File: src/source/mips_defines.svh
`ifndef MIPS_DEFINES_SVH
`define MIPS_DEFINES_SVH

// core-wide sizes and fixed addresses

// data and address width
`define MIPS_XLEN 32

// architectural register count
`define MIPS_NREGS 32

// first instruction fetched after reset
`define MIPS_RESET_VECTOR 32'hBFC00000

// jal writes the return address here
`define MIPS_LINK_REG 5'd31

// v0 holds the program result
`define MIPS_V0_REG 5'd2

// width of an immediate field
`define MIPS_IMM_W 16

`endif

File: src/source/mips_pkg.sv
`default_nettype none

package mips_pkg;

    typedef enum logic [2:0] {
        st_idle,
        st_fetch,
        st_decode,
        st_exec1,
        st_exec2,
        st_halted
    } state_t;

    // supported primary opcodes
    typedef enum logic [5:0] {
        op_special = 6'h00,
        op_j       = 6'h02,
        op_jal     = 6'h03,
        op_beq     = 6'h04,
        op_bne     = 6'h05,
        op_addiu   = 6'h09,
        op_slti    = 6'h0a,
        op_andi    = 6'h0c,
        op_ori     = 6'h0d,
        op_xori    = 6'h0e,
        op_lui     = 6'h0f,
        op_lw      = 6'h23,
        op_sw      = 6'h2b
    } opcode_t;

    // supported function codes under op_special
    typedef enum logic [5:0] {
        fn_sll  = 6'h00,
        fn_srl  = 6'h02,
        fn_jr   = 6'h08,
        fn_addu = 6'h21,
        fn_subu = 6'h23,
        fn_and  = 6'h24,
        fn_or   = 6'h25,
        fn_xor  = 6'h26,
        fn_slt  = 6'h2a,
        fn_sltu = 6'h2b
    } funct_t;

    typedef enum logic [3:0] {
        alu_add,
        alu_sub,
        alu_and,
        alu_or,
        alu_xor,
        alu_slt,
        alu_sltu,
        alu_sll,
        alu_srl,
        alu_lui
    } alu_op_t;

    typedef enum logic [2:0] {
        pc_plus4,
        pc_beq,
        pc_bne,
        pc_jump,
        pc_reg
    } pc_sel_t;

    // one instruction word, three field layouts
    typedef union packed {
        struct packed {
            opcode_t    opcode;
            logic [4:0] rs;
            logic [4:0] rt;
            logic [4:0] rd;
            logic [4:0] shamt;
            funct_t     funct;
        } r;
        struct packed {
            opcode_t     opcode;
            logic [4:0]  rs;
            logic [4:0]  rt;
            logic [15:0] imm;
        } i;
        struct packed {
            opcode_t     opcode;
            logic [25:0] target;
        } j;
    } instr_t;

endpackage

`default_nettype wire

File: src/source/mips_ctrl_if.sv
`timescale 1ns/100ps
`default_nettype none

interface mips_ctrl_if;
    import mips_pkg::*;

    // strobes and selects from the control unit
    alu_op_t alu_op;
    logic    alu_src_imm;
    logic    sign_ext;
    logic    reg_dst_rd;
    logic    mem_to_reg;
    logic    link;
    logic    reg_write;
    logic    ir_write;
    logic    pc_write;
    pc_sel_t pc_sel;
    logic    addr_pc;

    // instruction register, back to the decoder
    instr_t  ir;

    modport control (
        output alu_op, alu_src_imm, sign_ext, reg_dst_rd, mem_to_reg, link,
        output reg_write, ir_write, pc_write, pc_sel, addr_pc,
        input  ir
    );

    modport datapath (
        input  alu_op, alu_src_imm, sign_ext, reg_dst_rd, mem_to_reg, link,
        input  reg_write, ir_write, pc_write, pc_sel, addr_pc,
        output ir
    );

endinterface

`default_nettype wire

File: src/source/mips_alu.sv
`timescale 1ns/100ps
`default_nettype none

`include "mips_defines.svh"

module mips_alu (
    input  logic [`MIPS_XLEN-1:0] a,
    input  logic [`MIPS_XLEN-1:0] b,
    input  mips_pkg::alu_op_t     op,
    input  logic [4:0]            shamt,
    output logic [`MIPS_XLEN-1:0] result,
    output logic                  zero
);
    import mips_pkg::*;

    logic lt_signed;
    logic lt_unsigned;

    assign lt_signed   = $signed(a) < $signed(b);
    assign lt_unsigned = a < b;

    always_comb begin
        case (op)
            alu_add:  result = a + b;
            alu_sub:  result = a - b;
            alu_and:  result = a & b;
            alu_or:   result = a | b;
            alu_xor:  result = a ^ b;
            alu_slt:  result = {{(`MIPS_XLEN-1){1'b0}}, lt_signed};
            alu_sltu: result = {{(`MIPS_XLEN-1){1'b0}}, lt_unsigned};
            // shifts act on the rt operand
            alu_sll:  result = b << shamt;
            alu_srl:  result = b >> shamt;
            alu_lui:  result = {b[`MIPS_IMM_W-1:0], {(`MIPS_XLEN-`MIPS_IMM_W){1'b0}}};
            default:  result = '0;
        endcase
    end

    // beq and bne look at this after a subtract
    assign zero = (result == '0);

endmodule

`default_nettype wire

File: src/source/mips_regfile.sv
`timescale 1ns/100ps
`default_nettype none

`include "mips_defines.svh"

module mips_regfile #(
    parameter int depth = `MIPS_NREGS,
    parameter int width = `MIPS_XLEN
) (
    input  logic             clk,
    input  logic             arst_n,
    input  logic             write_enable,
    input  logic [4:0]       read_index1,
    input  logic [4:0]       read_index2,
    input  logic [4:0]       write_index,
    input  logic [width-1:0] write_data,
    output logic [width-1:0] read_data1,
    output logic [width-1:0] read_data2,
    output logic [width-1:0] v0
);

    logic [width-1:0] regs [depth];

    // register zero is never written so it reads as zero
    always_ff @(posedge clk or negedge arst_n) begin
        if (!arst_n) begin
            for (int i = 0; i < depth; i++) begin
                regs[i] <= '0;
            end
        end else if (write_enable && (write_index != 5'd0)) begin
            regs[write_index] <= write_data;
        end
    end

    assign read_data1 = regs[read_index1];
    assign read_data2 = regs[read_index2];
    assign v0         = regs[`MIPS_V0_REG];

endmodule

`default_nettype wire

File: src/source/mips_control.sv
`timescale 1ns/100ps
`default_nettype none

module mips_control (
    input  logic clk,
    input  logic arst_n,
    input  logic waitrequest,
    output logic active,
    output logic read,
    output logic write,
    mips_ctrl_if.control ctrl,
    input  logic pc_zero
);
    import mips_pkg::*;

    state_t  state;
    state_t  state_next;

    // decoded from ir, held for the whole instruction
    alu_op_t dec_alu_op;
    logic    dec_imm;
    logic    dec_sign_ext;
    logic    dec_rd;
    logic    dec_link;
    logic    dec_writes_reg;
    logic    dec_load;
    logic    dec_store;
    pc_sel_t dec_pc_sel;

    always_ff @(posedge clk or negedge arst_n) begin
        if (!arst_n) begin
            state <= st_idle;
        end else if (!waitrequest) begin
            state <= state_next;
        end
    end

    // pc_zero already reflects the pc about to be loaded
    always_comb begin
        case (state)
            st_idle:   state_next = pc_zero ? st_halted : st_fetch;
            st_fetch:  state_next = st_decode;
            st_decode: state_next = st_exec1;
            st_exec1:  state_next = st_exec2;
            st_exec2:  state_next = pc_zero ? st_halted : st_fetch;
            default:   state_next = st_halted;
        endcase
    end

    always_comb begin
        dec_alu_op     = alu_add;
        dec_imm        = 1'b0;
        dec_sign_ext   = 1'b1;
        dec_rd         = 1'b0;
        dec_link       = 1'b0;
        dec_writes_reg = 1'b0;
        dec_load       = 1'b0;
        dec_store      = 1'b0;
        dec_pc_sel     = pc_plus4;
        case (ctrl.ir.r.opcode)
            op_special: begin
                dec_rd         = 1'b1;
                dec_writes_reg = 1'b1;
                case (ctrl.ir.r.funct)
                    fn_addu: dec_alu_op = alu_add;
                    fn_subu: dec_alu_op = alu_sub;
                    fn_and:  dec_alu_op = alu_and;
                    fn_or:   dec_alu_op = alu_or;
                    fn_xor:  dec_alu_op = alu_xor;
                    fn_slt:  dec_alu_op = alu_slt;
                    fn_sltu: dec_alu_op = alu_sltu;
                    fn_sll:  dec_alu_op = alu_sll;
                    fn_srl:  dec_alu_op = alu_srl;
                    fn_jr: begin
                        dec_writes_reg = 1'b0;
                        dec_pc_sel     = pc_reg;
                    end
                    // unknown function acts as a nop
                    default: dec_writes_reg = 1'b0;
                endcase
            end
            op_j: dec_pc_sel = pc_jump;
            op_jal: begin
                dec_pc_sel     = pc_jump;
                dec_link       = 1'b1;
                dec_writes_reg = 1'b1;
            end
            op_beq, op_bne: begin
                dec_alu_op = alu_sub;
                dec_pc_sel = (ctrl.ir.r.opcode == op_beq) ? pc_beq : pc_bne;
            end
            op_addiu, op_slti, op_lui: begin
                dec_imm        = 1'b1;
                dec_writes_reg = 1'b1;
                dec_alu_op     = (ctrl.ir.r.opcode == op_addiu) ? alu_add :
                                 (ctrl.ir.r.opcode == op_slti)  ? alu_slt : alu_lui;
            end
            op_andi, op_ori, op_xori: begin
                dec_imm        = 1'b1;
                dec_sign_ext   = 1'b0;
                dec_writes_reg = 1'b1;
                dec_alu_op     = (ctrl.ir.r.opcode == op_andi) ? alu_and :
                                 (ctrl.ir.r.opcode == op_ori)  ? alu_or : alu_xor;
            end
            op_lw: begin
                dec_imm        = 1'b1;
                dec_load       = 1'b1;
                dec_writes_reg = 1'b1;
            end
            op_sw: begin
                dec_imm   = 1'b1;
                dec_store = 1'b1;
            end
            default: dec_pc_sel = pc_plus4;
        endcase
    end

    assign active = (state != st_idle) && (state != st_halted);

    // bus strobes only in fetch and memory exec1
    assign read  = (state == st_fetch) || ((state == st_exec1) && dec_load);
    assign write = (state == st_exec1) && dec_store;

    assign ctrl.addr_pc     = (state != st_exec1);
    assign ctrl.ir_write    = (state == st_fetch);
    assign ctrl.pc_write    = (state == st_exec2);
    assign ctrl.reg_write   = (state == st_exec2) && dec_writes_reg;
    assign ctrl.alu_op      = dec_alu_op;
    assign ctrl.alu_src_imm = dec_imm;
    assign ctrl.sign_ext    = dec_sign_ext;
    assign ctrl.reg_dst_rd  = dec_rd;
    assign ctrl.mem_to_reg  = dec_load;
    assign ctrl.link        = dec_link;
    assign ctrl.pc_sel      = dec_pc_sel;

endmodule

`default_nettype wire

File: src/source/mips_datapath.sv
`timescale 1ns/100ps
`default_nettype none

`include "mips_defines.svh"

module mips_datapath (
    input  logic                  clk,
    input  logic                  arst_n,
    input  logic                  waitrequest,
    input  logic [`MIPS_XLEN-1:0] readdata,
    output logic [`MIPS_XLEN-1:0] address,
    output logic [`MIPS_XLEN-1:0] writedata,
    output logic [`MIPS_XLEN-1:0] register_v0,
    output logic                  pc_zero,
    mips_ctrl_if.datapath         ctrl
);
    import mips_pkg::*;

    logic [`MIPS_XLEN-1:0] pc;
    logic [`MIPS_XLEN-1:0] pc_plus4;
    logic [`MIPS_XLEN-1:0] pc_next;
    logic [`MIPS_XLEN-1:0] pc_d;
    logic [`MIPS_XLEN-1:0] branch_target;
    logic [`MIPS_XLEN-1:0] jump_target;
    instr_t                ir;
    logic [`MIPS_XLEN-1:0] mdr;

    logic [`MIPS_XLEN-1:0] rs_data;
    logic [`MIPS_XLEN-1:0] rt_data;
    logic [`MIPS_XLEN-1:0] imm_ext;
    logic [`MIPS_XLEN-1:0] alu_b;
    logic [`MIPS_XLEN-1:0] alu_result;
    logic                  alu_zero;
    logic [4:0]            wr_index;
    logic [`MIPS_XLEN-1:0] wr_data;

    always_ff @(posedge clk or negedge arst_n) begin
        if (!arst_n) begin
            pc <= `MIPS_RESET_VECTOR;
        end else if (ctrl.pc_write && !waitrequest) begin
            pc <= pc_next;
        end
    end

    // mdr captures load data on the edge that ends exec1
    always_ff @(posedge clk) begin
        if (ctrl.ir_write && !waitrequest) begin
            ir <= readdata;
        end
        if (!waitrequest) begin
            mdr <= readdata;
        end
    end

    assign ctrl.ir = ir;

    assign imm_ext = ctrl.sign_ext ?
        {{(`MIPS_XLEN-`MIPS_IMM_W){ir.i.imm[`MIPS_IMM_W-1]}}, ir.i.imm} :
        {{(`MIPS_XLEN-`MIPS_IMM_W){1'b0}}, ir.i.imm};

    assign alu_b = ctrl.alu_src_imm ? imm_ext : rt_data;

    mips_alu alu_i (
        .a      (rs_data),
        .b      (alu_b),
        .op     (ctrl.alu_op),
        .shamt  (ir.r.shamt),
        .result (alu_result),
        .zero   (alu_zero)
    );

    // write-back select
    assign wr_index = ctrl.link       ? `MIPS_LINK_REG :
                      ctrl.reg_dst_rd ? ir.r.rd : ir.r.rt;
    assign wr_data  = ctrl.link       ? pc_plus4 :
                      ctrl.mem_to_reg ? mdr : alu_result;

    mips_regfile #(
        .depth (`MIPS_NREGS),
        .width (`MIPS_XLEN)
    ) regfile_i (
        .clk          (clk),
        .arst_n       (arst_n),
        .write_enable (ctrl.reg_write && !waitrequest),
        .read_index1  (ir.r.rs),
        .read_index2  (ir.r.rt),
        .write_index  (wr_index),
        .write_data   (wr_data),
        .read_data1   (rs_data),
        .read_data2   (rt_data),
        .v0           (register_v0)
    );

    // next pc, no delay slot
    assign pc_plus4      = pc + 32'd4;
    assign branch_target = pc_plus4 + {imm_ext[`MIPS_XLEN-3:0], 2'b00};
    assign jump_target   = {pc_plus4[31:28], ir.j.target, 2'b00};

    always_comb begin
        case (ctrl.pc_sel)
            pc_beq:  pc_next = alu_zero ? branch_target : pc_plus4;
            pc_bne:  pc_next = alu_zero ? pc_plus4 : branch_target;
            pc_jump: pc_next = jump_target;
            pc_reg:  pc_next = rs_data;
            default: pc_next = pc_plus4;
        endcase
    end

    // value the pc holds when the next fetch would start
    assign pc_d    = ctrl.pc_write ? pc_next : pc;
    assign pc_zero = (pc_d == '0);

    assign address   = ctrl.addr_pc ? pc : alu_result;
    assign writedata = rt_data;

endmodule

`default_nettype wire

File: src/source/mips_cpu_bus.sv
`timescale 1ns/100ps
`default_nettype none

`include "mips_defines.svh"

module mips_cpu_bus (
    input  logic                  clk,
    input  logic                  arst_n,
    output logic                  active,
    output logic [`MIPS_XLEN-1:0] register_v0,

    // avalon master, shared by fetch and data
    output logic [`MIPS_XLEN-1:0] address,
    output logic                  read,
    output logic                  write,
    output logic [`MIPS_XLEN-1:0] writedata,
    output logic [3:0]            byteenable,
    input  logic [`MIPS_XLEN-1:0] readdata,
    input  logic                  waitrequest
);

    logic pc_zero;

    mips_ctrl_if ctrl_if ();

    mips_control control_i (
        .clk         (clk),
        .arst_n      (arst_n),
        .waitrequest (waitrequest),
        .active      (active),
        .read        (read),
        .write       (write),
        .ctrl        (ctrl_if.control),
        .pc_zero     (pc_zero)
    );

    mips_datapath datapath_i (
        .clk         (clk),
        .arst_n      (arst_n),
        .waitrequest (waitrequest),
        .readdata    (readdata),
        .address     (address),
        .writedata   (writedata),
        .register_v0 (register_v0),
        .pc_zero     (pc_zero),
        .ctrl        (ctrl_if.datapath)
    );

    // word accesses only
    assign byteenable = 4'b1111;

endmodule

`default_nettype wire

File: config.mk
export PLATFORM = sky130hd
export DESIGN_NAME = mips_cpu_bus
export DESIGN_NICKNAME = d
export VERILOG_FILES = /design/src/source/mips_pkg.sv /design/src/source/mips_ctrl_if.sv /design/src/source/mips_alu.sv /design/src/source/mips_regfile.sv /design/src/source/mips_control.sv /design/src/source/mips_datapath.sv /design/src/source/mips_cpu_bus.sv
export VERILOG_INCLUDE_DIRS = /design/src /design/src/source
export SDC_FILE = /design/constraint.sdc
export NUM_CORES = 2
export LEC_CHECK = 0
export ABC_CLOCK_PERIOD_IN_PS = 25600
export BUFFER_PORTS_ARGS = -buffer_cell sky130_fd_sc_hd__clkbuf_2
export CAP_MARGIN = 20
export CORE_AREA = 2 2 361 363
export CTS_CLUSTER_DIAMETER = 100
export DETAILED_ROUTE_END_ITERATION = 8
export DIE_AREA = 0 0 363 365
export PLACE_DENSITY_LB_ADDON = 0.3
export REMOVE_ABC_BUFFERS = 1
export SETUP_SLACK_MARGIN = 0.15
export SLEW_MARGIN = 25
export SYNTH_ARGS = -nofsm -noshare
export SYNTH_HDL_FRONTEND = slang
export SYNTH_SLANG_ARGS = --single-unit
File: constraint.sdc
create_clock -name clk -period 25.6 [get_ports clk]
set_clock_uncertainty 0.1 [all_clocks]
set_input_delay 1.28 -clock clk [delete_from_list [all_inputs] [get_ports clk]]
set_output_delay 1.28 -clock clk [all_outputs]
set_load 0.01 [all_outputs]
# Word level (Yosys, flattened, before mapping)
# Cells that the tools add are included.
# W data, S select, Z words.
word_totals:
  regBits: 1123
  in_bits: 35
  output_inout_bits: 103
  elab_cells: 160
op_classes:
  addsub: 4
  n_lt_le_gt_ge: 6
  n_eq_ne: 40
  shift: 2
  n_mux: 39
  n_bitwise: 6
  n_reduce_logical: 27
op_table:
  columns: ["cell", "n"]
  rows:
  - ["$bwmux W1024", 1]
  - ["$mux W32", 13]
  - ["$bmux W32 S5", 2]
  - ["$pmux W32 S10", 1]
  - ["$demux W32 S5", 1]
  - ["$pmux W32 S4", 1]
  - ["$add A32 B32 Y32", 2]
  - ["$logic_not A32 Y1", 2]
  - ["$lt A32 B32 Y1", 2]
  - ["$eq A6 B6 Y1 const B", 9]
  - ["$eq A6 B4 Y1 const B", 7]
  - ["$add A32 B3 Y32 const B", 1]
  - ["$and A32 B32 Y32", 1]
  - ["$or A32 B32 Y32", 1]
  - ["$pmux W4 S8", 1]
  - ["$shl A32 B5 Y32", 1]
  - ["$shr A32 B5 Y32", 1]
  - ["$sub A32 B32 Y32", 1]
  - ["$xor A32 B32 Y32", 1]
  - ["$eq A6 B2 Y1 const B", 3]
  - ["$ge A6 B6 Y1 const B", 3]
  - ["$not A5 Y6", 3]
  - ["$eq A4 B3 Y1 const B", 4]
  - ["$pmux W4 S4", 1]
  - ["30 further kinds", 61]

# Longest topological paths before layout
depth:
  ltp_word: 14
  mapped_depth: 36
  depth_no_buf: 29

# Hierarchy
# A second synthesis with hierarchy kept.
unflattened:
  hier_cells: 7048
  area_unflattened_um2: 74337.5
by_module_without_submodules:
  columns: ["mod", "instances", "cells_each", "area_per_inst_um2", "seq_area_each_um2"]
  rows:
  - ["mips_regfile", 1, 4641, 55630.9, 25624.6]
  - ["mips_alu", 1, 1465, 10314.9, 0.0]
  - ["mips_datapath", 1, 840, 7699.9, 2733.9]
  - ["mips_control", 1, 97, 658.1, 75.1]
  - ["mips_cpu_bus", 1, 5, 33.8, 0.0]

# Worst setup path before layout
# Ideal clock, no wire load.
synth_path:
  path_kind: "register to register"
  from: "reg datapath_i.ir, in the netlist datapath_i.ctrl.ir[21]"
  to: "reg control_i.state[2]"
  setup_time_ns: 0.066
  t_arrival_ns: 9.268
  required_ns: 25.434
  slack_ns: 16.166
  stages_incl_launch_ff: 32
  path_buffers: 9
  period_less_slack_ns: 9.434
  path_cell_list: "edfxtp_1 clkbuf_1 clkbuf_1 buf_1 buf_1 buf_1 clkbuf_1 buf_1 mux4_2 mux4_2 mux2_2 ha_1 clkbuf_1 inv_1 a21o_1 nand3_1 a211oi_1 a221o_1 a2111oi_1 nand4_1 a311oi_1 and4_1 nand4_1 or4_1 buf_4 xor2_4 o32ai_1 or2_0 or4b_1 nor4_1 and3_1 a41o_1"
synth_via:
  elab_chain_cells: 13
  word_cells_on_any_way: 20
  classes_between: "2 x add/sub; 2 x order compare; 10 x mux; 4 x bitwise; 2 x reduce/logical"
synth_rtl:
  columns: ["element", "line", "rtl"]
  rows:
  - ["start: declaration", "mips_datapath.sv:25", "instr_t ir;"]
  - ["start signal: assignment", "mips_datapath.sv:48", "ir <= readdata;"]
  - ["$not A5 Y6 (not written as such)", "mips_regfile.sv:35", "assign read_data1 = regs[read_index1];"]
  - ["$bmux W32 S5", "mips_regfile.sv:35", null]
  - ["$mux W32 (not written as such) (2 in a row)", "mips_regfile.sv:35", null]
  - ["$sub A32 B32 Y32, or another cell as far along", "mips_alu.sv:25", "alu_sub: result = a - b;"]
  - ["$pmux W32 S10", "mips_alu.sv:23", "case (op)"]
  - ["$logic_not A32 Y1", "mips_alu.sv:40", "assign zero = (result == '0);"]
  - ["$mux W32 (on tied branches)", "mips_datapath.sv:102, mips_datapath.sv:101", null]
  - ["$pmux W32 S4 *", "mips_datapath.sv:100", "case (ctrl.pc_sel)"]
  - ["$mux W32 *", "mips_datapath.sv:110", "assign pc_d = ctrl.pc_write ? pc_next : pc;"]
  - ["$logic_not A32 Y1 *", "mips_datapath.sv:111", "assign pc_zero = (pc_d == '0);"]
  - ["$mux W3 *", "mips_control.sv:41, mips_control.sv:45", null]
  - ["$pmux W3 S4 *", "mips_control.sv:40", "case (state)"]
  - ["end signal: assignment", "mips_control.sv:32", "state <= st_idle;"]
  - ["end signal: assignment", "mips_control.sv:34", "state <= state_next;"]
  - ["end: declaration", "mips_control.sv:16", "state_t state;"]
# Mark *: on every way between the ends. The rest lies on a longest branch, timed or not. The select of a mux whose other input is x is not followed.
# A chain may end at the register's enable or synchronous reset.

# Worst setup path in the final report
# Same ends and word-level chain as after synthesis.

==> impl_metrics.toml <==
[grt]
antenna_found_initial = 15
grt_max_degree = 174
grtUsageTotal_pct = 48.1
grt_pass1_wl_um = 456000
grt.overflow.total = 0
grt_pass1_vias = 61500

[clock_tree]
max-clock-path-buffers = 3
cts_buffers = 118
cts-resized-gates = 0
ctsHoldBuffers = 0
cts-root-buf = "clkbuf_16"
clk_latency_ns = 0.80
htreeDepth = 3
cts_tree = "done"
post_cts_buffers = 0
clock-sinks = 1123
cts.clk_slew.worst_paths_ns = 0.07

[setup_path]
rr_startpoint = "datapath_i.ctrl.ir[21]$_DFFE_PP_"
reg2reg_to = "control_i.state[2]$_DFFE_PN0N_"
startpoint_type = "flip-flop"
slowest_delay_ns = 0.92
reg2reg_slack_ns = 12.92
r2r_cells = 28
critPathMaxFanout = 97
crit_top_cell = "buf_4"
worstSetupEndpointType = "flip-flop"
crit_arrival_ns = 13.30
slowest_stage = "nor4_1"
worstSetupPathType = "reg2reg"
crit_required_ns = 26.22

[power]
switchingPower_mw = 2.49
p_int_mw = 3.54
p_leak_nw = 33.5
p_clk_share_pct = 29.7
p_sw_share_pct = 41.3
seqPwrFrac_pct = 32.7
power.density_nw_per_um2 = 78.6
power_mw = 6.03
p_comb_share_pct = 37.6
peakVddDrop_v = 0.0000631

[min_path]
whs_endpoint = "datapath_i.regfile_i.regs[1009]$_DFFE_PN0P_"
hold_start = "datapath_i.regfile_i.regs[1009]$_DFFE_PN0P_"
whs_path_depth = 0
hold_path.class = "reg2reg"

[placement]
place_hpwl_um = 219000
io_buffers = 133
place.gp.congestion = 1.18

[finish]
num-fill-cells = 10700
drive_gt1_share_pct = 15.9
nNetsFinal = 7269
layout_common_cells = "nand2_1 (1,275), o21ai_0 (1,152), dfrtp_1 (1,050)"
multi_input_area_um2 = 38900
largest_reg_flops = 992
seq_area_um2 = 28400
regMostFlops = "datapath_i.regfile_i.regs"
areaGrowthSynthToFinish_pct = 8.84
final_common_cell = "nand2_1"

[synth]
syn_area_um2 = 70500
synth_top_family_by_area = "multiplexers"
synthFlopType = "dfrtp_1"
synth.area.mux_share_pct = 20.1
synthAdderAreaFrac_pct = 2.32
synth_edf_count = 64
ys_seq_elements = 1123
synth-simple-area-share_pct = 11.9
synthDistinctLibCells = 110
postSynth.asyncResetShare_pct = 94.3
ys_warn_count = 0
seq_area_frac_synth_pct = 40.3
syn_inst = 7338
synth_compound_area_share_pct = 19.0
syn_area_per_cell_um2 = 9.60
synthXorXnorAreaFrac_pct = 0.996

[detailed_routing]
via_count = 64100
totalWireLength_um = 321000
ant_nets = 0
drc = 0
wl_per_cell_um = 36.1
routed_via_density = 7.21
drt_iter0_markers = 9407
firstDrtPassIters = 9

[die]
die_h_um = 365
start_util_pct = 54.8
die_width_um = 363
die_area_um2 = 132000
num_rows = 132
ios = 138
core-area_um2 = 129000

[timing]
finalHoldViolCount = 0
slew_violations = 0
slew_headroom_pct = 19.5
final-setup-viol-count = 0
fin_crit_sh_pct = 49.5
max_clock_freq_ghz = 0.0789
rsz0062_at_grt = "no"
worst_pin_slew_ns = 1.20
tns_ns = 0
min_period_ns = 12.68

[run_status]
status = "finished, final reports clean"

[run]
maxCapViolCount = 0
## area by class of cell
class                           count  share of cell area [%]
Sequential cell                  1123                    37.1
Antenna cell                       11                  0.0359
Multi-Input combinational cell   5366                    50.8
Clock buffer                      176                    4.59
Inverter                          119                   0.582
Timing Repair Buffer              377                    3.53
Clock inverter                     45                   0.693
Tap cell                         1675                    2.73
## cells by family (layout without fill, tap and decap cells)
logic type                 Yosys count  after routing
adders and majority gates          129            129
DFF                               1123           1123
other                                1             15
buffers and inverters              852            717
xor gates and xnor gates            78             78
and+or+nand+nor                   1942           1942
muxes                              982            982
AOI/OAI and AO/OA                 2231           2231
## through the flow
stage               hold slack [ns]  instance area (um^2)  setup WS, ns  utilization, %  std cells
floorplan                     0.269                 67100          2.33               -       6608
global placement              0.281                 72300         13.23            56.2       8650
global route                  0.313                 76700         12.26            59.6       8883
finish                        0.297                 76700         12.92            59.6       8892
CTS                           0.299                 76500         13.03            59.5       8876
detailed placement            0.284                 72500         13.04            56.3       8655
## synthesized netlist by cell type (all sizes together), types with 27 or more instances
library cell / count / area share (%)
nand3: 89 / 0.63
xnor2: 51 / 0.63
mux2i: 582 / 8.3
ha: 126 / 2.2
a21oi: 311 / 2.2
xor2: 27 / 0.36
nand2: 1305 / 7.0
mux4: 340 / 11
o21ai: 1191 / 8.5
a211oi: 48 / 0.53
nor3: 62 / 0.45
nor2b: 30 / 0.27
nand4: 33 / 0.29
edfxtp: 64 / 2.7
a22oi: 293 / 3.1
buf: 229 / 2.1
o211ai: 37 / 0.39
inv: 119 / 0.63
nor2: 220 / 1.2
a21o: 28 / 0.30
dfrtp: 1050 / 37
clkbuf: 504 / 2.7
a221oi: 46 / 0.58
mux2: 60 / 0.96
nor4: 62 / 0.69
## routing by layer
layer / global-route usage (%) / share of wire, %
met5: 0.944 / 0.072
met4: 33.0 / 8.5
met3: 15.2 / 13
met2: 68.7 / 42
met1: 62.4 / 37
## critical path, delay by kind of cell, from the launching register on
family | cells | cell delay [ns]
and+or+nand+nor | 11 | 4.36
xor gates and xnor gates | 2 | 0.97
buffers and inverters | 4 | 2.95
muxes | 3 | 1.45
AOI/OAI and AO/OA | 7 | 1.61
adders and majority gates | 1 | 0.43
DFF | 1 | 0.40
## power by group through the flow
stage	clock, mW	combinational [mW]	sequential, mW
CTS	1.79	2.16	1.97
global placement	0	2.15	2.00
detailed placement	0	2.15	2.00
finish	1.79	2.27	1.97
global route	1.87	2.33	1.98
floorplan	0	1.25	2.05
## worst max path at each step
| stage | to | slack, ns | start | cells past startpoint |
|---|---|---|---|---|
| 6_report | control_i.state[2]$_DFFE_PN0N_ | 12.92 | datapath_i.ctrl.ir[21]$_DFFE_PP_ | 28 |
| 5_1_grt | control_i.state[2]$_DFFE_PN0N_ | 12.26 | datapath_i.ctrl.ir[21]$_DFFE_PP_ | 28 |
| 4_1_cts | control_i.state[2]$_DFFE_PN0N_ | 13.03 | datapath_i.ctrl.ir[21]$_DFFE_PP_ | 28 |
| 3_5_place_dp | control_i.state[2]$_DFFE_PN0N_ | 13.04 | datapath_i.ctrl.ir[21]$_DFFE_PP_ | 28 |
| 3_3_place_gp | control_i.state[2]$_DFFE_PN0N_ | 13.23 | datapath_i.ctrl.ir[21]$_DFFE_PP_ | 28 |
| 2_1_floorplan | control_i.state[2]$_DFFE_PN0N_ | 2.33 | datapath_i.ctrl.ir[17]$_DFFE_PP_ | 29 |
Note: power is estimated with default switching activity, not from simulation.
